<file path="src/mac_tx_pkg.sv">
package mac_tx_pkg;

    ////////////////////////////////////////////////////////////
    // widths with a meaning on the line
    ////////////////////////////////////////////////////////////
    typedef logic [7:0]  byte_t;
    typedef logic [47:0] mac_addr_t;
    typedef logic [15:0] eth_type_t;
    typedef logic [15:0] frame_len_t;
    typedef logic [31:0] fcs_t;
    typedef logic [7:0]  ipg_t;
    // ethertype in [31:16], payload length in [15:0]
    typedef logic [31:0] hdr_t;

    // framer walk, one state per field on the wire
    typedef enum logic [2:0] {
        IDLE,
        PREAMBLE,
        SFD,
        DEST,
        SRC,
        TYPE,
        PAYLOAD,
        FCS
    } tx_state_t;

    ////////////////////////////////////////////////////////////
    // protocol constants
    ////////////////////////////////////////////////////////////
    localparam byte_t     PREAMBLE_BYTE = 8'h55;
    localparam int        PREAMBLE_LEN  = 7;
    localparam byte_t     SFD_BYTE      = 8'hD5;
    localparam int        MAC_LEN       = 6;
    localparam int        TYPE_LEN      = 2;
    localparam int        FCS_LEN       = 4;
    localparam eth_type_t ETH_TYPE_ARP  = 16'h0806;
    localparam mac_addr_t BROADCAST_MAC = '1;

    // values after reset
    localparam mac_addr_t DEFAULT_TARGET_MAC = 48'h00_00_00_ff_ff_ff;
    localparam mac_addr_t DEFAULT_SOURCE_MAC = 48'hff_ff_ff_00_00_00;
    localparam ipg_t      DEFAULT_IPG        = 8'd12;

    // buffering
    localparam int MAX_PAYLOAD        = 1500;
    localparam int PAYLOAD_FIFO_DEPTH = 2048;
    localparam int HDR_FIFO_DEPTH     = 32;

endpackage

</file>
<file path="src/mac_tx_ipg_timer.sv">
`timescale 1ns/10ps

module mac_tx_ipg_timer (
    input  logic             i_clk,
    input  logic             i_rst,
    input  mac_tx_pkg::ipg_t i_ipg,
    input  logic             i_ipg_valid,
    input  logic             i_tx_valid,
    output logic             o_gap_done
);

    import mac_tx_pkg::*;

    ipg_t gap_q;
    ipg_t idle_cnt;

    // programmed gap
    always_ff @(posedge i_clk or posedge i_rst)
    begin
        if (i_rst)
            gap_q <= DEFAULT_IPG;
        else if (i_ipg_valid)
            gap_q <= i_ipg;
    end

    // idle cycles since the last byte, starts satisfied
    always_ff @(posedge i_clk or posedge i_rst)
    begin
        if (i_rst)
            idle_cnt <= DEFAULT_IPG;
        else if (i_tx_valid)
            idle_cnt <= '0;
        else if (idle_cnt < gap_q)
            idle_cnt <= idle_cnt + 1'b1;
    end

    // a smaller gap loaded mid-count is met at once
    assign o_gap_done = ~i_tx_valid & (idle_cnt >= gap_q);

endmodule

</file>
<file path="config.mk">
export PLATFORM = sky130hd
export DESIGN_NAME = mac_tx_ipg_timer
export DESIGN_NICKNAME = d
export VERILOG_FILES = /design/src/mac_tx_pkg.sv /design/src/mac_tx_ipg_timer.sv
export SDC_FILE = /design/constraint.sdc
export NUM_CORES = 1
export LEC_CHECK = 0
export BUFFER_PORTS_ARGS = -buffer_cell sky130_fd_sc_hd__buf_2
export CAP_MARGIN = 0
export CORE_MARGIN = 4
export CORE_UTILIZATION = 50
export CTS_CLUSTER_SIZE = 24
export DETAILED_ROUTE_END_ITERATION = 10
export PLACE_DENSITY = 0.69
export SYNTH_ARGS = -nofsm -noshare
export SYNTH_HDL_FRONTEND = slang
export SYNTH_SLANG_ARGS = --single-unit
</file>
<file path="constraint.sdc">
create_clock -name i_clk -period 2.9 [get_ports i_clk]
set_input_delay 0.29 -clock i_clk [delete_from_list [all_inputs] [get_ports i_clk]]
set_output_delay 0.29 -clock i_clk [all_outputs]
set_load 0.01 [all_outputs]
</file>
Word level (Yosys, flattened, before mapping)
Index checks and enable logic that the tools add are counted.
- add/subtract/negate cells: 1
- $lt $le $gt $ge: 2
- multiplexer cells: 2
- bitwise gates (word level): 2
- reductions and logical operators: 1
- operators with widths (cell ; number):
    8-bit 2-to-1 mux ; 2
    8-bit by 1-bit adder with 8-bit output (second input constant) ; 1
    8-bit >= comparator ; 1
    8-bit less-than comparator ; 1
    2-bit nonzero test ; 1
    1-bit AND ; 1
    1-bit NOT ; 1
- bits in registers: 16
- input port bits: 12

Logic depth before layout (Yosys ltp)
- word-level depth: 3
- gate-level depth with buffers: 8

Worst setup path before layout
Ideal clock, no wire load.
- path kind: reg2reg
- start: reg gap_q[3]
- end: reg idle_cnt[5]
- library setup time: 0.125 ns
- arrival time: 1.768 ns
- slack: 1.008 ns
- cell stages (with the launch flop): 7
- buffers on the path: 0
- cell sequence: dfstp_2 -> inv_1 -> ha_1 -> a21oi_1 -> a21oi_2 -> nor4_1 -> mux2_2
- longest elaborated chain between the ends: 2
- RTL lines (what ; RTL line ; text):
    start, declared ; mac_tx_ipg_timer.sv:14 ; ipg_t gap_q;
    start signal, assigned ; mac_tx_ipg_timer.sv:23 ; gap_q <= i_ipg;
    8-bit less-than comparator ; mac_tx_ipg_timer.sv:33 ; else if (idle_cnt < gap_q)
    2-bit nonzero test (no source line) ; n/a ;
    end signal, assigned ; mac_tx_ipg_timer.sv:34 ; idle_cnt <= idle_cnt + 1'b1;
    end, declared ; mac_tx_ipg_timer.sv:15 ; ipg_t idle_cnt;
Every way passes these cells.
A chain may end at the register's enable or synchronous reset.

Worst setup path after layout
- start: reg gap_q[3]
- end: out o_gap_done
- longest elaborated chain between the ends: 2
- RTL lines (what ; RTL line ; text):
    8-bit >= comparator ; mac_tx_ipg_timer.sv:38 ; assign o_gap_done = ~i_tx_valid & (idle_cnt >= gap_q);
    1-bit AND ; mac_tx_ipg_timer.sv:38 ;
    end, declared ; mac_tx_ipg_timer.sv:9 ; output logic o_gap_done
Every way passes these cells.

==> out/summary.md <==
Yosys
• Seq/Total Area, Yosys: 0.421
• number of synthesized register bits: 16
• per-instance average area after synthesis: 9.45 um^2
• Warnings, synthesis: 0
• count of flip-flops with a built-in enable after synthesis: 0
• unique cell type count in the Yosys netlist: 28
• mapped cell area: 963 um^2
• number of cells produced by synthesis: 102
• Async S/R FF share, synth: 1.00
• flip-flop cell with the highest count after synthesis: sky130_fd_sc_hd__dfrtp_1
• synthesized netlist net count: 123

Clocking
• buffer type at the clock tree root: sky130_fd_sc_hd__clkbuf_4
• Resized cells post-CTS: 0
• number of hold-repair buffers added at the cts stage: 0
• source-to-sink clock delay at the later pin of the worst-skew pair: 280 ps
• total number of H-tree levels: 1
• clk slew on worst S/H paths: 100 ps
• CTS tree: built
• TritonCTS Buffers: 3
• Post CTS Setup Buffer Count: 0
• largest buffer count on any clock path: 2
• number of clock sinks: 16

Drt
• Iter 0 DRT Violations: 13
• vias per cell: 5.32
• DR vias: 740
• Antenna Nets Post-Route: 0
• total routed wirelength: 1800 um
• Pre-Repair DR Iteration Count: 4
• drc violations: 0
• routed wire length per instance: 12.9 um

Finish
• layout-stage area growth over the synthesis result: 10.1%
• Filler Cell Count: 152
• Util after Layout: 0.595
• register area: 405 um^2
• Antenna diodes: 0
• Final Net Count: 136
• fraction of final layout cells sized beyond drive strength 1: 0.254
• area of combinational cells with multiple inputs: 494 um^2
• commonest cells after routing, fill and taps aside: sky130_fd_sc_hd__dfrtp_1, sky130_fd_sc_hd__buf_2, sky130_fd_sc_hd__o21ai_0

Placed design
• Final HPWL DP: 1380 um
• number of buffer cells added on primary ports: 12
• Post-Place Worst Slack: 852 ps
• gpl congestion: 0.809

Pwr
• peak ir drop on the vdd network: 0.285 mV
• power density normalized to cell area: 450 nW/um^2
• clock network fraction of design power: 0.308
• power share of the combinational group: 0.170
• Internal Power: 353 uW
• Seq pwr share: 0.522
• Leakage Power: 0.000505 uW
• net switching power: 124 uW
• fraction of power spent switching nets: 0.260
• Total Power Consumption: 478 uW

Timing
• Setup WS post-layout: 569 ps
• clock skew after layout: 0.970 ps
• shortest period the worst path allows: 2330 ps
• Max-slew headroom: 0.571
• final-report hold violation count: 0
• Tightest Pin Transition: 643 ps
• endpoints failing setup: 0
• Highest Clock Rate: 429 MHz
• share of the clock period used by the worst path: 0.804
• setup repair after global routing missed its margin: no
• final number of max-transition violations: 0
• final total negative setup slack: 0 ps

Die
• count of standard-cell rows: 15
• Vert. Die Dim: 51.9 um
• chip width: 51.9 um
• Top Ports: 13
• die outline area: 2690 um^2
• core outline area: 1780 um^2
• Initial Util: 0.540

Critical path
• slowest library cell on the worst path: sky130_fd_sc_hd__dfstp_2
• CP Cell Sequence: inv_1 > ha_1 > o211ai_2 > a21oi_2 > nor3_1 > nor2_1 > buf_2
• Critical path buffers and inverters: 2
• nature of the critical path startpoint: flop
• setup slack on the worst flop-to-flop path: 830 ps
• required time reported for the critical path endpoint: 2610 ps
• Worst Setup End Kind: primary output
• class of the most critical setup path: reg2out
• CP arrival: 2040 ps
• kind of cell with the highest combined delay on the critical path: flip-flops
• top fanout value on the critical path: 14
• biggest cell delay along the critical path: 530 ps

Global routing
• residual overflow from global routing: 0
• all-layer global routing usage: 0.150
• wire length of the first global-routing pass: 3030 um
• largest net degree at the start of global routing: 17
• initial antenna violation count: 0
• via count of the first global-routing pass: 741

Outcome
• result of the run: completed

Job
• Maximum Capacitance Violations: 0

Hold path
• worst hold path type: in2async

power groups by stage:
stage          combinational (uW)  sequential [uW]  clock, uW
5_1_grt                      91.2              251        165
3_5_place_dp                 81.3              254          0
4_1_cts                      82.1              249        150
6_report                     81.1              249        147
3_3_place_gp                 75.7              253          0
2_1_floorplan                60.5              251          0
final timing paths:
kind / end / cells past startpoint / from
worst min-delay path: gap_q[7] / 2 / i_rst
worst max register to register: idle_cnt[5] / 6 / gap_q[3]
max in group asynchronous: gap_q[1] / 2 / i_rst
worst min register to register: gap_q[3] / 2 / gap_q[3]
min in group i_clk: gap_q[7] / 3 / i_ipg[7]
worst max-delay path: o_gap_done / 7 / gap_q[3]
registers in the layout, summed over array words and instances (netlist names):
name,count
idle_cnt,8
gap_q,8
cell usage after synthesis, drive strengths merged (2+ instances only):
| master | count | area, um^2 |
|---|---|---|
| dfrtp | 12 | 300 |
| o21ai | 12 | 63.8 |
| nand2 | 10 | 37.5 |
| a21oi | 9 | 52.6 |
| ha | 9 | 113 |
| inv | 9 | 33.8 |
| nor2 | 5 | 18.8 |
| dfstp | 4 | 105 |
| mux2 | 4 | 45.0 |
| nor2b | 4 | 32.5 |
| nand4 | 3 | 18.8 |
| nor3 | 3 | 15.0 |
| or3 | 3 | 18.8 |
| buf | 2 | 22.5 |
| clkbuf | 2 | 7.51 |
| nand3 | 2 | 10.0 |
| o211ai | 2 | 20.0 |
through the flow:
step	cells	cell area, um^2	hold WS [ps]
after floorplan	102	963	201
after global placement	135	1020	387
after detailed placement	135	1020	391
after CTS	139	1060	82.4
after global routing	139	1060	105
final	139	1060	77.6
metal layers:
metal	track usage	routed length [um]	share of wire
met1	0.188	833	0.46
met2	0.251	886	0.49
met3	0.0344	62	0.035
met4	0.0524	14	0.0078
met5	0	0	0
kinds of logic after synthesis:
kind of cell / share of synthesized area
adder cells (fa/ha/maj): 0.117
AND/OR/NAND/NOR: 0.200
flip-flops: 0.421
buffers and inverters: 0.0662
AO/OA/AOI/OAI: 0.149
multiplexers: 0.0467
area by class of cell:
cell class / count / share of cell area
sequential: 16 / 0.382
multi-input combinational: 73 / 0.466
timing repair buffer: 12 / 0.0566
inverter: 9 / 0.0318
tap: 25 / 0.0295
clock buffer: 4 / 0.0342
Note: power is estimated with default switching activity, not from simulation.
