--- src/mac_tx_pkg.sv ---
package mac_tx_pkg;

    ////////////////////////////////////////////////////////////
    // widths with a meaning on the line
    ////////////////////////////////////////////////////////////
    typedef logic [7:0]  byte_t;
    typedef logic [47:0] mac_addr_t;
    typedef logic [15:0] eth_type_t;
    typedef logic [15:0] frame_len_t;
    typedef logic [31:0] fcs_t;
    typedef logic [7:0]  ipg_t;
    // ethertype in [31:16], payload length in [15:0]
    typedef logic [31:0] hdr_t;

    // framer walk, one state per field on the wire
    typedef enum logic [2:0] {
        IDLE,
        PREAMBLE,
        SFD,
        DEST,
        SRC,
        TYPE,
        PAYLOAD,
        FCS
    } tx_state_t;

    ////////////////////////////////////////////////////////////
    // protocol constants
    ////////////////////////////////////////////////////////////
    localparam byte_t     PREAMBLE_BYTE = 8'h55;
    localparam int        PREAMBLE_LEN  = 7;
    localparam byte_t     SFD_BYTE      = 8'hD5;
    localparam int        MAC_LEN       = 6;
    localparam int        TYPE_LEN      = 2;
    localparam int        FCS_LEN       = 4;
    localparam eth_type_t ETH_TYPE_ARP  = 16'h0806;
    localparam mac_addr_t BROADCAST_MAC = '1;

    // values after reset
    localparam mac_addr_t DEFAULT_TARGET_MAC = 48'h00_00_00_ff_ff_ff;
    localparam mac_addr_t DEFAULT_SOURCE_MAC = 48'hff_ff_ff_00_00_00;
    localparam ipg_t      DEFAULT_IPG        = 8'd12;

    // buffering
    localparam int MAX_PAYLOAD        = 1500;
    localparam int PAYLOAD_FIFO_DEPTH = 2048;
    localparam int HDR_FIFO_DEPTH     = 32;

endpackage

--- src/mac_tx_crc32.sv ---
`timescale 1ns/10ps

module mac_tx_crc32 (
    input  logic              i_clk,
    input  logic              i_rst,
    input  logic              i_init,
    input  logic              i_en,
    input  mac_tx_pkg::byte_t i_data,
    output mac_tx_pkg::fcs_t  o_fcs
);

    import mac_tx_pkg::*;

    // reflected form of 0x04C11DB7
    localparam fcs_t CRC_POLY = 32'hEDB88320;

    fcs_t crc_q;
    fcs_t crc_next;
    fcs_t crc_inv;

    // one byte, lsb first, shift right form
    always_comb
    begin
        crc_next = crc_q;
        for (int i = 0; i < 8; i++)
        begin
            if (crc_next[0] ^ i_data[i])
                crc_next = (crc_next >> 1) ^ CRC_POLY;
            else
                crc_next = crc_next >> 1;
        end
    end

    always_ff @(posedge i_clk or posedge i_rst)
    begin
        if (i_rst)
            crc_q <= '1;
        else if (i_init)
            crc_q <= '1;
        else if (i_en)
            crc_q <= crc_next;
    end

    // low byte of the complement goes on the wire first
    assign crc_inv = ~crc_q;
    assign o_fcs   = {crc_inv[7:0], crc_inv[15:8], crc_inv[23:16], crc_inv[31:24]};

endmodule

--- config.mk ---
export PLATFORM = sky130hd
export DESIGN_NAME = mac_tx_crc32
export DESIGN_NICKNAME = d
export VERILOG_FILES = /design/src/mac_tx_pkg.sv /design/src/mac_tx_crc32.sv
export SDC_FILE = /design/constraint.sdc
export NUM_CORES = 1
export LEC_CHECK = 0
export ABC_AREA = 1
export BUFFER_PORTS_ARGS = -buffer_cell sky130_fd_sc_hd__buf_2
export CAP_MARGIN = 20
export CORE_UTILIZATION = 27
export DETAILED_ROUTE_END_ITERATION = 8
export PLACE_DENSITY = 0.5
export SLEW_MARGIN = 15
export SYNTH_ARGS = -nofsm -noshare
export SYNTH_HDL_FRONTEND = slang
export SYNTH_SLANG_ARGS = --single-unit
--- constraint.sdc ---
create_clock -name i_clk -period 2.1 [get_ports i_clk]
set_clock_uncertainty 0.2 [all_clocks]
set_input_delay 0.315 -clock i_clk [delete_from_list [all_inputs] [get_ports i_clk]]
set_output_delay 0.315 -clock i_clk [all_outputs]
set_load 0.1 [all_outputs]
**Yosys cells after proc, flatten, opt, wreduce, memory -nomap -nowiden**

Cells that the tools add are included.

- Bits in registers: 32
- Latch bits: 0
- Bits in writable memories: 0
- Bits in read-only memories: 0
- Input port bits: 12
- Logic and storage cells: 29
- Memories kept: 0

- Add/subtract/negate cells: 0
- $mul: 0
- Divide/modulo/power cells: 0
- Magnitude comparators: 0
- Equal/unequal tests: 0
- Shift operators: 0
- Multiplexer cells: 10
- Bitwise operators: 17
- Reductions and logical operators: 1

Operator list:

| kind | number |
|---|---|
| 32-bit 2-to-1 mux | 10 |
| 13-bit NOT with 14-bit output | 8 |
| 32-bit NOT | 1 |
| 1-bit bitwise XOR | 8 |
| 2-bit nonzero test | 1 |

**Logic depth before layout (Yosys ltp)**

- Depth after elaboration: 18
- Mapped depth: 14

**Worst setup path before layout**

No wires, ideal clock.

- Path kind: register to register
- Start: register crc_q[3]
- End: register crc_q[26]
- Data arrival time: 1,859 ps
- Path slack: -82 ps
- Stages on the path, launching flop included: 10
- Buffers on the path: 0
- Cells stage by stage: dfstp_2 > inv_1 > nand2_1 > nand2_2 > nand2_1 > nand2_2 > xor2_1 > nand2_1 > nand2_1 > a22oi_1

- Word-level cells in the longest chain between the ends: 14

RTL lines:

| element | line | source |
|---|---|---|
| from (decl) | mac_tx_crc32.sv:17 | `fcs_t crc_q;` |
| from (signal assigned) | mac_tx_crc32.sv:41 | `crc_q <= crc_next;` |
| 32-bit 2-to-1 mux (*) (3 in a row) | mac_tx_crc32.sv:27 | `if (crc_next[0] ^ i_data[i])` |
| 1-bit bitwise XOR (*) | mac_tx_crc32.sv:27 |  |
| 32-bit 2-to-1 mux (*) | mac_tx_crc32.sv:27 |  |
| 13-bit NOT with 14-bit output (no source line) | -- |  |
| 32-bit 2-to-1 mux (*) (2 in a row) | mac_tx_crc32.sv:27 |  |
| 13-bit NOT with 14-bit output (no source line) | -- |  |
| 32-bit 2-to-1 mux (*) | mac_tx_crc32.sv:27 |  |
| 13-bit NOT with 14-bit output (no source line) | -- |  |
| 32-bit 2-to-1 mux (*) | mac_tx_crc32.sv:27 |  |
| 32-bit 2-to-1 mux (*) | mac_tx_crc32.sv:40 | `else if (i_en)` |
| 32-bit 2-to-1 mux (*) | mac_tx_crc32.sv:38 | `else if (i_init)` |

Mark *: on every way between the ends. The rest lies on a longest branch, timed or not. The select of a mux whose other input is x is not followed.
A chain may end at the register's enable or synchronous reset.

**Worst setup path after layout**

- Start: register crc_q[1]
- End: register crc_q[20]

- Word-level cells in the longest chain between the ends: 15

RTL lines:

| element | line |
|---|---|
| 32-bit 2-to-1 mux (*) | mac_tx_crc32.sv:27 |
| 1-bit bitwise XOR (*) | mac_tx_crc32.sv:27 |
| 32-bit 2-to-1 mux (*) (2 in a row) | mac_tx_crc32.sv:27 |
| 13-bit NOT with 14-bit output (no source line) | -- |
| 32-bit 2-to-1 mux (*) | mac_tx_crc32.sv:27 |
| 13-bit NOT with 14-bit output (no source line) | -- |
| 32-bit 2-to-1 mux (*) (2 in a row) | mac_tx_crc32.sv:27 |
| 13-bit NOT with 14-bit output (no source line) | -- |
| 32-bit 2-to-1 mux (*) | mac_tx_crc32.sv:27 |
| 13-bit NOT with 14-bit output (no source line) | -- |
| 32-bit 2-to-1 mux (*) | mac_tx_crc32.sv:27 |
| 32-bit 2-to-1 mux (*) | mac_tx_crc32.sv:40 |
| 32-bit 2-to-1 mux (*) | mac_tx_crc32.sv:38 |

Marks and branches as above.

==> out/qor.txt <==
Status -> finished, violations left
Failing checks -> DRC
DR iter-0 viols -> 63
CP Capture Type -> register
Hold Crit Depth -> 2
DR vias/cell -> 4.43
Syn. warnings -> 0
Largest net degree at the start of global routing -> 33
Most common cell on crit path -> nand2_1
Die Y -> 97.6 um
Largest regs -> crc_q: 32 flops
Place WS -> 0.0812 ns
Routed wire length per instance -> 13.6 um
Rows -> 34
Hold crit path type -> input port to register
Reg with most FFs -> crc_q
Layout cells sized above 1 -> 30.2%
GP Congestion -> 0.858
Fmax achieved -> 519 MHz
Initial antenna violation count -> 0
Period utilisation layout -> 91.7%
Worst Reg-to-Reg Cells -> 11
Critical Path AT -> 1.94 ns
Slew @ Worst Pin -> 0.493 ns
Syn nets -> 377
Final Critical Period -> 1.93 ns
Syn_area_per_cell -> 6.77 um^2
Commonest non-fill, non-tap cell in the layout -> nand2_1
CTS tree -> built
Area of the mapped netlist -> 0.00247 mm^2
Startpoint Class -> register
GRT Residual Overflow -> 0
Distinct cell type count after synthesis -> 26
WP data required -> 2.12 ns
CP Depth -> 11
Die area -> 0.00953 mm^2
DRT antenna net count -> 0
Yosys top cell by area -> dfstp_2
CP max stage delay -> 0.56 ns
Max-Cap Viols -> 0
Clk_lat worst skew -> 0.29 ns
Final setup margin -> 0.174 ns
Core area -> 0.00881 mm^2
Lkg Pwr -> 1.68 nW
Root Buffer -> clkbuf_8
VDD IR max -> 0.777 mV
Pre-antenna DRT Iters -> 6
Worst slew margin -> 67.4%
Pwr Total -> 4.47 mW
Top cell type's share of synthesized area -> 34.0%
Final setup fails -> 0
Initial Utilization -> 28.0%
Longest Clk Path Bufs -> 2
Syn Inst Count -> 365
P&R area growth vs syn -> 20.7%
Gr usage total -> 16.2%
H-tree Lvls -> 2
DP Cell Count -> 517
Port bufs -> 43
IO Pins -> 44
ANT cells -> 0
Detailed Route WL -> 7.19 mm
WHS -> 0.106 ns
Slew Viols, Final -> 0
Slowest stage cell, crit path -> dfstp_2
Post-Layout Cell Count -> 529
Critical path class -> register to register
RSZ-0062 raised after global routing -> no
Pwr Density -> 1500 mW/mm^2
Most frequent cells in the layout -> nand2_1, inv_1, buf_2
Worst Path Max Fanout -> 7
Dpl hpwl -> 5.40 mm
Nets -> 432
Max FFs per register -> 32
Worst-path clk slew -> 0.07 ns
CTS Buf Count -> 5
First-pass GRT wire length -> 11.9 mm
DIE WIDTH -> 97.6 um
DRC violations left -> 2
Critical path buffer and inverter count -> 1
Worst path cell trace -> inv_2 -> nand2_1 -> nand2_1 -> nand2_1 -> nand2_2 -> nand2_1 -> nand2_2 -> nor2_2 -> nand2_1 -> nand3_1 -> nand2_1
# clock sinks -> 32
Vias in the first global route -> 2323
Worst path top cell family by delay -> simple AND/OR/NAND/NOR gates
Total number of vias -> 2346
Synth Register Bits -> 32
Sequential element share of the synthesized area -> 34.0%
Synth top area cells -> dfstp_2, nand2_1, inv_1
Final hold viol count -> 0
==> timing repair <==
action,4_1_cts,5_1_grt
endpoints found under the setup margin,0,5
setup buffers,0,4
gates resized for setup,0,1
hold buffers,0,0
==> synth_stat cells (all sizes together) <==
master  number
o21ai       12
nand3       22
nor2        26
a31oi        1
inv         72
buf          4
a21oi        5
nand4        2
o22ai       12
xnor2        8
o21bai       1
a22oi        1
dfstp       32
nand3b       1
nand2      139
o211ai       2
xor2        24
clkbuf       1
==> routing by layer <==
layer | routed length (um) | part of all wire, % | vias up | global-route usage [%]
li1 | - | - | 1210 | -
met1 | 3470 | 48 | 1091 | 21.8
met2 | 3380 | 47 | 37 | 26.3
met3 | 268 | 3.7 | 8 | 2.95
met4 | 65 | 0.90 | 0 | 4.55
met5 | 0 | 0 | - | 0
==> metrics by stage <==
step	instance area, um^2	utilization [%]	TNS (ns)
after floorplan	2500	-	-0.294
after global placement	2860	32.5	0
after detailed placement	2860	32.5	0
after CTS	2950	33.5	0
after global routing	2980	33.8	0
final	2980	33.8	0
==> kinds of logic after synthesis <==
| group | Yosys count | synth area share [%] |
|---|---|---|
| AOI/OAI and AO/OA | 34 | 7.95 |
| xor gates and xnor gates | 32 | 12.4 |
| buffers and inverters | 77 | 12.5 |
| DFF | 32 | 34.0 |
| and+or+nand+nor | 190 | 33.1 |
==> power breakdown <==
part / switching, mW / total [mW] / internal, mW
logic: 2.27 / 2.94 / 0.669
registers: 0.132 / 1.02 / 0.889
clock network: 0.242 / 0.510 / 0.268
total: 2.65 / 4.47 / 1.82
==> layout make-up <==
cell class,instances,area [um^2]
well taps,108,135
repair buffers,53,290
multi-input cells,256,1350
inverters,72,274
clock buffers,8,90.1
flip-flops and latches,32,841
fillers,972,5830
==> final timing paths <==
path	start	end	slack [ns]
max	crc_q[1]$_DFFE_PP1P_	crc_q[20]$_DFFE_PP1P_	0.17
min	i_en	crc_q[31]$_DFFE_PP1P_	0.11
max reg2reg	crc_q[1]$_DFFE_PP1P_	crc_q[20]$_DFFE_PP1P_	0.17
min reg2reg	crc_q[23]$_DFFE_PP1P_	crc_q[23]$_DFFE_PP1P_	0.29
max in group asynchronous	i_rst	crc_q[25]$_DFFE_PP1P_	1.43
min in group asynchronous	i_rst	crc_q[10]$_DFFE_PP1P_	0.22
==> worst reg2reg max path: stages, from the launching register on <==
cell	delay [ns]
dfstp_2	0.56
inv_2	0.04
nand2_1	0.05
nand2_1	0.16
nand2_1	0.13
nand2_2	0.14
nand2_1	0.12
nand2_2	0.11
nor2_2	0.14
nand2_1	0.07
nand3_1	0.09
nand2_1	0.06
No activity file was read; power rests on OpenSTA's default activity.
