**src/mac_tx_pkg.sv**
```systemverilog
package mac_tx_pkg;

    ////////////////////////////////////////////////////////////
    // widths with a meaning on the line
    ////////////////////////////////////////////////////////////
    typedef logic [7:0]  byte_t;
    typedef logic [47:0] mac_addr_t;
    typedef logic [15:0] eth_type_t;
    typedef logic [15:0] frame_len_t;
    typedef logic [31:0] fcs_t;
    typedef logic [7:0]  ipg_t;
    // ethertype in [31:16], payload length in [15:0]
    typedef logic [31:0] hdr_t;

    // framer walk, one state per field on the wire
    typedef enum logic [2:0] {
        IDLE,
        PREAMBLE,
        SFD,
        DEST,
        SRC,
        TYPE,
        PAYLOAD,
        FCS
    } tx_state_t;

    ////////////////////////////////////////////////////////////
    // protocol constants
    ////////////////////////////////////////////////////////////
    localparam byte_t     PREAMBLE_BYTE = 8'h55;
    localparam int        PREAMBLE_LEN  = 7;
    localparam byte_t     SFD_BYTE      = 8'hD5;
    localparam int        MAC_LEN       = 6;
    localparam int        TYPE_LEN      = 2;
    localparam int        FCS_LEN       = 4;
    localparam eth_type_t ETH_TYPE_ARP  = 16'h0806;
    localparam mac_addr_t BROADCAST_MAC = '1;

    // values after reset
    localparam mac_addr_t DEFAULT_TARGET_MAC = 48'h00_00_00_ff_ff_ff;
    localparam mac_addr_t DEFAULT_SOURCE_MAC = 48'hff_ff_ff_00_00_00;
    localparam ipg_t      DEFAULT_IPG        = 8'd12;

    // buffering
    localparam int MAX_PAYLOAD        = 1500;
    localparam int PAYLOAD_FIFO_DEPTH = 2048;
    localparam int HDR_FIFO_DEPTH     = 32;

endpackage

```
**src/mac_tx_framer.sv**
```systemverilog
`timescale 1ns/10ps

module mac_tx_framer (
    input  logic                  i_clk,
    input  logic                  i_rst,
    // address config strobes
    input  mac_tx_pkg::mac_addr_t i_target_mac,
    input  logic                  i_target_mac_valid,
    input  mac_tx_pkg::mac_addr_t i_source_mac,
    input  logic                  i_source_mac_valid,
    // header and payload fifos
    input  mac_tx_pkg::hdr_t      i_hdr,
    input  logic                  i_hdr_empty,
    output logic                  o_hdr_rd,
    input  mac_tx_pkg::byte_t     i_pay_data,
    output logic                  o_pay_rd,
    // start gating
    input  logic                  i_gap_done,
    input  logic                  i_tx_ready,
    // crc engine
    output logic                  o_crc_init,
    output logic                  o_crc_en,
    output mac_tx_pkg::byte_t     o_crc_data,
    input  mac_tx_pkg::fcs_t      i_fcs,
    // line side
    output mac_tx_pkg::byte_t     o_tx_data,
    output logic                  o_tx_valid,
    output logic                  o_tx_last,
    output logic [15:0]           o_tx_frames_cnt
);

    import mac_tx_pkg::*;

    tx_state_t  state;
    tx_state_t  next_state;
    frame_len_t byte_idx;
    frame_len_t last_idx;
    logic       start;
    byte_t      tx_byte;
    mac_addr_t  target_mac_q;
    mac_addr_t  source_mac_q;
    mac_addr_t  frm_dst;
    mac_addr_t  frm_src;
    eth_type_t  frm_type;
    frame_len_t frm_len;
    logic [15:0] frames_cnt;

    ////////////////////////////////////////////////////////////
    // address registers
    ////////////////////////////////////////////////////////////
    always_ff @(posedge i_clk or posedge i_rst)
    begin
        if (i_rst)
        begin
            target_mac_q <= DEFAULT_TARGET_MAC;
            source_mac_q <= DEFAULT_SOURCE_MAC;
        end
        else
        begin
            if (i_target_mac_valid)
                target_mac_q <= i_target_mac;
            if (i_source_mac_valid)
                source_mac_q <= i_source_mac;
        end
    end

    // queued header, open gap, ready line, nothing in flight
    assign start    = (state == IDLE) & ~i_hdr_empty & i_gap_done & i_tx_ready;
    assign o_hdr_rd = start;

    // per-frame fields, frozen so config writes cannot tear a frame
    always_ff @(posedge i_clk)
    begin
        if (start)
        begin
            frm_type <= i_hdr[31:16];
            frm_len  <= i_hdr[15:0];
            frm_src  <= source_mac_q;
            // arp always goes to broadcast
            if (i_hdr[31:16] == ETH_TYPE_ARP)
                frm_dst <= BROADCAST_MAC;
            else
                frm_dst <= target_mac_q;
        end
    end

    ////////////////////////////////////////////////////////////
    // field walk
    ////////////////////////////////////////////////////////////
    always_comb
    begin
        next_state = IDLE;
        last_idx   = '0;
        case (state)
            PREAMBLE:
            begin
                next_state = SFD;
                last_idx   = frame_len_t'(PREAMBLE_LEN - 1);
            end
            SFD:     next_state = DEST;
            DEST:
            begin
                next_state = SRC;
                last_idx   = frame_len_t'(MAC_LEN - 1);
            end
            SRC:
            begin
                next_state = TYPE;
                last_idx   = frame_len_t'(MAC_LEN - 1);
            end
            TYPE:
            begin
                next_state = PAYLOAD;
                last_idx   = frame_len_t'(TYPE_LEN - 1);
            end
            PAYLOAD:
            begin
                next_state = FCS;
                last_idx   = frm_len - 1'b1;
            end
            FCS:     last_idx = frame_len_t'(FCS_LEN - 1);
            default: next_state = IDLE;
        endcase
    end

    always_ff @(posedge i_clk or posedge i_rst)
    begin
        if (i_rst)
        begin
            state      <= IDLE;
            byte_idx   <= '0;
            frames_cnt <= '0;
        end
        else if (state == IDLE)
        begin
            byte_idx <= '0;
            if (start)
            begin
                state      <= PREAMBLE;
                frames_cnt <= frames_cnt + 1'b1;
            end
        end
        else if (byte_idx == last_idx)
        begin
            state    <= next_state;
            byte_idx <= '0;
        end
        else
            byte_idx <= byte_idx + 1'b1;
    end

    // byte on the line this cycle, fields sent msb first
    always_comb
    begin
        tx_byte = '0;
        case (state)
            PREAMBLE: tx_byte = PREAMBLE_BYTE;
            SFD:      tx_byte = SFD_BYTE;
            DEST:     tx_byte = frm_dst[8*(MAC_LEN-1-byte_idx) +: 8];
            SRC:      tx_byte = frm_src[8*(MAC_LEN-1-byte_idx) +: 8];
            TYPE:     tx_byte = frm_type[8*(TYPE_LEN-1-byte_idx) +: 8];
            PAYLOAD:  tx_byte = i_pay_data;
            FCS:      tx_byte = i_fcs[8*(FCS_LEN-1-byte_idx) +: 8];
            default:  tx_byte = '0;
        endcase
    end

    // preset during sfd, crc covers dest through payload
    assign o_crc_init = (state == SFD);
    assign o_crc_en   = (state == DEST) | (state == SRC) | (state == TYPE) | (state == PAYLOAD);
    assign o_crc_data = tx_byte;
    // one pop per payload byte shown
    assign o_pay_rd   = (state == PAYLOAD);

    assign o_tx_data       = tx_byte;
    assign o_tx_valid      = (state != IDLE);
    assign o_tx_last       = (state == FCS) & (byte_idx == last_idx);
    assign o_tx_frames_cnt = frames_cnt;

endmodule

```
**config.mk**
```make
export PLATFORM = sky130hd
export DESIGN_NAME = mac_tx_framer
export DESIGN_NICKNAME = d
export VERILOG_FILES = /design/src/mac_tx_pkg.sv /design/src/mac_tx_framer.sv
export SDC_FILE = /design/constraint.sdc
export NUM_CORES = 1
export LEC_CHECK = 0
export ABC_AREA = 0
export BUFFER_PORTS_ARGS = -buffer_cell sky130_fd_sc_hd__buf_2
export CAP_MARGIN = 20
export CORE_UTILIZATION = 47
export DETAILED_ROUTE_END_ITERATION = 8
export PLACE_DENSITY = 0.66
export SLEW_MARGIN = 40
export SYNTH_ARGS = -nofsm -noshare
export SYNTH_HDL_FRONTEND = slang
export SYNTH_SLANG_ARGS = --single-unit
```
**constraint.sdc**
```tcl
create_clock -name i_clk -period 11.6 [get_ports i_clk]
set_input_delay 2.9 -clock i_clk [delete_from_list [all_inputs] [get_ports i_clk]]
set_output_delay 2.9 -clock i_clk [all_outputs]
set_load 0.01 [all_outputs]
```
## Word-level counts from Yosys, hierarchy flattened

Cells that the tools add are included.

- Logic and storage cells: 51
- Bits in read-only memories: 0
- Bits in writable memories: 0
- Register bits: 259
- Memories kept: 0
- Input port bits: 175
- Bits in latches: 0
- Output and inout port bits: 38

- Div/mod/pow operators: 0
- $lt $le $gt $ge: 0
- Reductions and logical operators: 6
- Bitwise logic cells: 8
- Equal/unequal tests: 10
- Shift operators: 4
- Multipliers: 0
- Multiplexer cells: 8
- $add $sub $neg: 6

Operators by type and width:

| kind | count |
|---|---|
| 48-bit by 33-bit indexed part select with 8-bit output | 2 |
| 16-bit case mux with 5 select lines | 1 |
| 8-bit case mux with 7 select lines | 1 |
| 16-bit by 33-bit indexed part select with 8-bit output | 1 |
| 32-bit by 33-bit indexed part select with 8-bit output | 1 |
| 16-bit by 1-bit adder with 16-bit output (second input constant) | 2 |
| 16-bit two-way mux | 2 |
| 3-bit case mux with 6 select lines | 1 |
| 1-bit by 16-bit subtractor with 17-bit output (first input constant) | 1 |
| 2-bit by 16-bit subtractor with 17-bit output (first input constant) | 1 |
| 3-bit by 16-bit subtractor with 17-bit output (first input constant) | 1 |
| 16-bit by 12-bit equality test with 1-bit output (second input constant) | 1 |
| 16-bit equality test | 1 |
| 16-bit by 1-bit subtractor with 16-bit output (second input constant) | 1 |
| 3-bit equality test (second input constant) | 4 |
| 3-bit two-way mux | 3 |
| 3-bit by 2-bit equality test with 1-bit output (second input constant) | 2 |
| 1-bit AND | 4 |
| 2-bit AND reduction | 2 |
| 3-bit by 1-bit equality test with 1-bit output (second input constant) | 1 |
| 3-bit logical NOT | 1 |
| 1-bit OR | 3 |
| 3-bit nonzero test | 1 |
| 2-bit inequality test (second input constant) | 1 |
| other kinds (3) | 3 |

## Logic depth before layout (Yosys ltp)

- Depth after elaboration: 6
- Depth in mapped cells: 12
- Depth with buffers taken out: 10

## Worst setup path after synthesis

OpenSTA, ideal clock, no wires.

- Kind: input port to output port
- From: input i_hdr_empty
- To: output o_hdr_rd
- Data required time: 8.700 ns
- Arrival: 8.134 ns
- Buffers on the path: 0
- Stages: 1
- Slack: 0.566 ns
- Cell sequence: nor3_2

- Cells in the longest elaborated chain, start to end: 4

RTL lines:

| element | line | text |
|---|---|---|
| from (decl) | mac_tx_framer.sv:13 | `input logic i_hdr_empty,` |
| 1-bit inverter | mac_tx_framer.sv:68 | `assign start = (state == IDLE) & ~i_hdr_empty & i_gap_done & i_tx_ready;` |
| 1-bit AND (3 in a row) | mac_tx_framer.sv:68 |  |
| to (decl) | mac_tx_framer.sv:14 | `output logic o_hdr_rd,` |

No other way between the ends.

## Worst setup path in the final report

- From: input i_fcs[10]
- To: output o_crc_data[2]

- Cells in the longest elaborated chain, start to end: 2

RTL lines:

| element | line | text |
|---|---|---|
| from (decl) | mac_tx_framer.sv:24 | `input mac_tx_pkg::fcs_t i_fcs,` |
| 32-bit by 33-bit indexed part select with 8-bit output | mac_tx_framer.sv:163 | `FCS: tx_byte = i_fcs[8*(FCS_LEN-1-byte_idx) +: 8];` |
| 8-bit case mux with 7 select lines | mac_tx_framer.sv:156 | `case (state)` |
| to (decl) | mac_tx_framer.sv:23 | `output mac_tx_pkg::byte_t o_crc_data,` |

No other way between the ends.

==> results.sh <==
export IMPL_maxSlewViolCount=0
export IMPL_synthToLayoutAreaGrowth_pct=19.78
export IMPL_core_um2=24250
export IMPL_synth_adder_area_share=0.008650
export IMPL_max_stage_delay_ns=0.48
export IMPL_synth_area_per_cell_um2=14.72
export IMPL_grt_usage=0.2031
export IMPL_ios=213
export IMPL_drc=0
export IMPL_avgRoutedWirePerCell_um=18.79
export IMPL_cts_sinks=259
export IMPL_die_y_um=158.9
export IMPL_p_leak_nw=5.548
export IMPL_drt_iter0_drc=290
export IMPL_p_per_area_nw_per_um2=197.8
export IMPL_drt_pre_antenna_iters=4
export IMPL_clock_latency_ns=0.53
export IMPL_crit_top_cell="buf_2"
export IMPL_cts_resized=0
export IMPL_syn_area_um2=11570
export IMPL_crit_arrival_ns=3.96
export IMPL_cts_inserted_buffers=28
export IMPL_grt_max_degree=133
export IMPL_postCtsSetupBuffers=0
export IMPL_syn_num_nets=969
export IMPL_yosys_most_used_dff="edfxtp_1"
export IMPL_dieArea_um2=25250
export IMPL_row_count=57
export IMPL_cp_end_kind="output pin"
export IMPL_synth_xor_area_share=0.03709
export IMPL_vias=7160
export IMPL_dp_hpwl_um=17270
export IMPL_viasPerCell=5.351
export IMPL_slew_headroom=0.4692
export IMPL_yosys_mux_area_fraction=0.1654
export IMPL_cts_buffer_depth=3
export IMPL_antenna_found_initial=0
export IMPL_synth_top_family_by_area="multiplexers"
export IMPL_totalWireLength_um=25140
export IMPL_finalNetCount=1174
export IMPL_rsz0062_at_grt="no"
export IMPL_tns_ns=0
export IMPL_synth_edf_count=128
export IMPL_grt_pass1_wl_um=40300
export IMPL_vdd_drop_max_mv=0.1009
export IMPL_place_ws_ns=4.726
export IMPL_overflow=0
export IMPL_cts_tree="yes"
export IMPL_worst_setup_path_start_kind="primary input"
export IMPL_place_inst=1285
export IMPL_synth_compound_area_share=0.03806
export IMPL_drv_cap=0
export IMPL_synth_async_reset_ratio=0.5058
export IMPL_ys_seq_area_frac=0.6206
export IMPL_synth_warning_count=0
export IMPL_drtAntennaViolNets=0
export IMPL_start_util=0.4772
export IMPL_synthSimpleGateAreaFrac=0.1052
export IMPL_clkTransAtPathRegs_ns=0.06
export IMPL_postSynthCellCount=786
export IMPL_status="complete, no violations"
export IMPL_numPortBuffers=212
export IMPL_cp_cell_sequence="buf_2 -> mux4_2 -> a221o_1 -> buf_2"
export IMPL_worst_clock_skew_ns=0.01607
export IMPL_htree_levels=1
export IMPL_required_ns=8.70
export IMPL_final_cell_mix="212 x buf_2, 128 x edfxtp_1, 98 x mux2_2"
export IMPL_synth_seq_cells=259
export IMPL_period_share=0.5917
export IMPL_final_cells=1338
export IMPL_setup_violations=0
export IMPL_drive_gt1_frac=0.4571
export IMPL_worstMarginPinSlew_ns=0.7961
export IMPL_gp_congestion=0.7871
export IMPL_criticalPathCategory="primary input to output pin"
export IMPL_hold_viol=0
export IMPL_clockRootBuffer="clkbuf_16"
export IMPL_crit_slowest_cell="mux4_2"
export IMPL_postCtsHoldBufs=0
export IMPL_synth_cell_type_count=67
export IMPL_finalWorstSetupSlack_ns=4.736
export IMPL_period_needed_ns=6.864
export IMPL_cp_max_fo=2
export IMPL_post_route_util=0.5716
export IMPL_grt_pass1_vias=7441
export IMPL_hp_class="register to register"
export IMPL_die_w_um=158.9
export IMPL_final_common_cell="buf_2"
export IMPL_fmax_mhz=145.7
==> registers in the layout, summed over array words and instances (netlist names) <==
register,flops
frm_dst,48
frm_src,48
source_mac_q,48
target_mac_q,48
byte_idx,16
frm_len,16
frm_type,16
o_tx_frames_cnt,16
state,3
==> final cells by class <==
class,count,area [um^2]
clock buffers,39,823.3
well taps,324,405.4
inverters,12,52.55
clock inverters,13,127.6
flip-flops and latches,259,7183
diodes,1,2.502
fillers,2022,10390
multi-input cells,470,4133
repair buffers,220,1134
==> per-layer routing <==
layer | up-vias | global-route usage | wire length [um]
met5 | - | 0 | 0
met4 | 0 | 0.04808 | 467
met3 | 37 | 0.03109 | 1258
met2 | 215 | 0.3509 | 12320
met1 | 3567 | 0.2703 | 11090
li1 | 3341 | - | -
==> synthesized netlist by cell type, types with 4 or more instances <==
library cell / number / area share
a21oi_1: 9 / 0.0039
a221o_1: 8 / 0.0069
a22o_1: 8 / 0.0061
buf_1: 5 / 0.0016
buf_2: 4 / 0.0017
buf_4: 8 / 0.0052
clkbuf_1: 23 / 0.0075
dfrtp_1: 83 / 0.18
dfstp_2: 48 / 0.11
edfxtp_1: 128 / 0.33
ha_1: 8 / 0.0086
inv_1: 10 / 0.0032
mux2_2: 98 / 0.095
mux2i_1: 9 / 0.0078
mux4_2: 32 / 0.062
nand2_1: 49 / 0.016
nand2b_1: 51 / 0.028
nand3_1: 9 / 0.0039
nand4_1: 14 / 0.0076
nor2_1: 21 / 0.0068
nor2b_1: 6 / 0.0032
nor3_1: 24 / 0.010
nor3_2: 4 / 0.0035
nor4_1: 6 / 0.0032
nor4b_1: 5 / 0.0038
o21ai_0: 9 / 0.0039
o221ai_1: 4 / 0.0030
xnor2_1: 27 / 0.020
xor2_1: 22 / 0.017
==> kinds of logic after synthesis <==
family,count (synthesis)
buffers and inverters,57
DFF,259
adders and majority gates,8
and+or+nand+nor,215
muxes,139
xor gates and xnor gates,49
AOI/OAI and AO/OA,59
==> metrics by stage <==
step / total power, W / hold WS (ns) / area, um^2
finish: 0.002742 / 0.4431 / 13860
global route: 0.002872 / 0.4550 / 13860
CTS: 0.002776 / 0.4430 / 13850
detailed placement: 0.001874 / 0.4292 / 12900
global placement: 0.001862 / 0.4254 / 12890
floorplan: 0.001665 / 0.4211 / 11570
==> where the power goes <==
group / total, W / leakage (nW) / switching [W] / internal, W
combinational: 0.000694 / 2.39 / 0.000372 / 0.000322
sequential: 0.00115 / 2.69 / 0.0000941 / 0.00106
clock: 0.000897 / 0.471 / 0.000357 / 0.000540
total: 0.00274 / 5.55 / 0.000823 / 0.00192
==> final timing paths <==
kind	start	end	slack, ns	cells after the start
worst max register to register	state[2]$_DFFE_PP0P_	byte_idx[13]$_DFF_PP0_	7.79	9
min in group asynchronous	i_rst	source_mac_q[8]$_DFFE_PP0P_	2.44	2
max in group asynchronous	i_rst	o_tx_frames_cnt[15]$_DFFE_PP0P_	8.10	3
worst min register to register	source_mac_q[21]$_DFFE_PP0P_	frm_src[21]$_DFFE_PP_	0.44	0
worst min-delay path	source_mac_q[21]$_DFFE_PP0P_	frm_src[21]$_DFFE_PP_	0.44	0
worst max-delay path	i_fcs[10]	o_crc_data[2]	4.74	4
==> critical path: cells and delay by family <==
kind                   cells  cell delay (ns)
AO/OA/AOI/OAI              1             0.32
multiplexers               1             0.48
buffers and inverters      2             0.25
No activity file was read; power rests on OpenSTA's default activity.
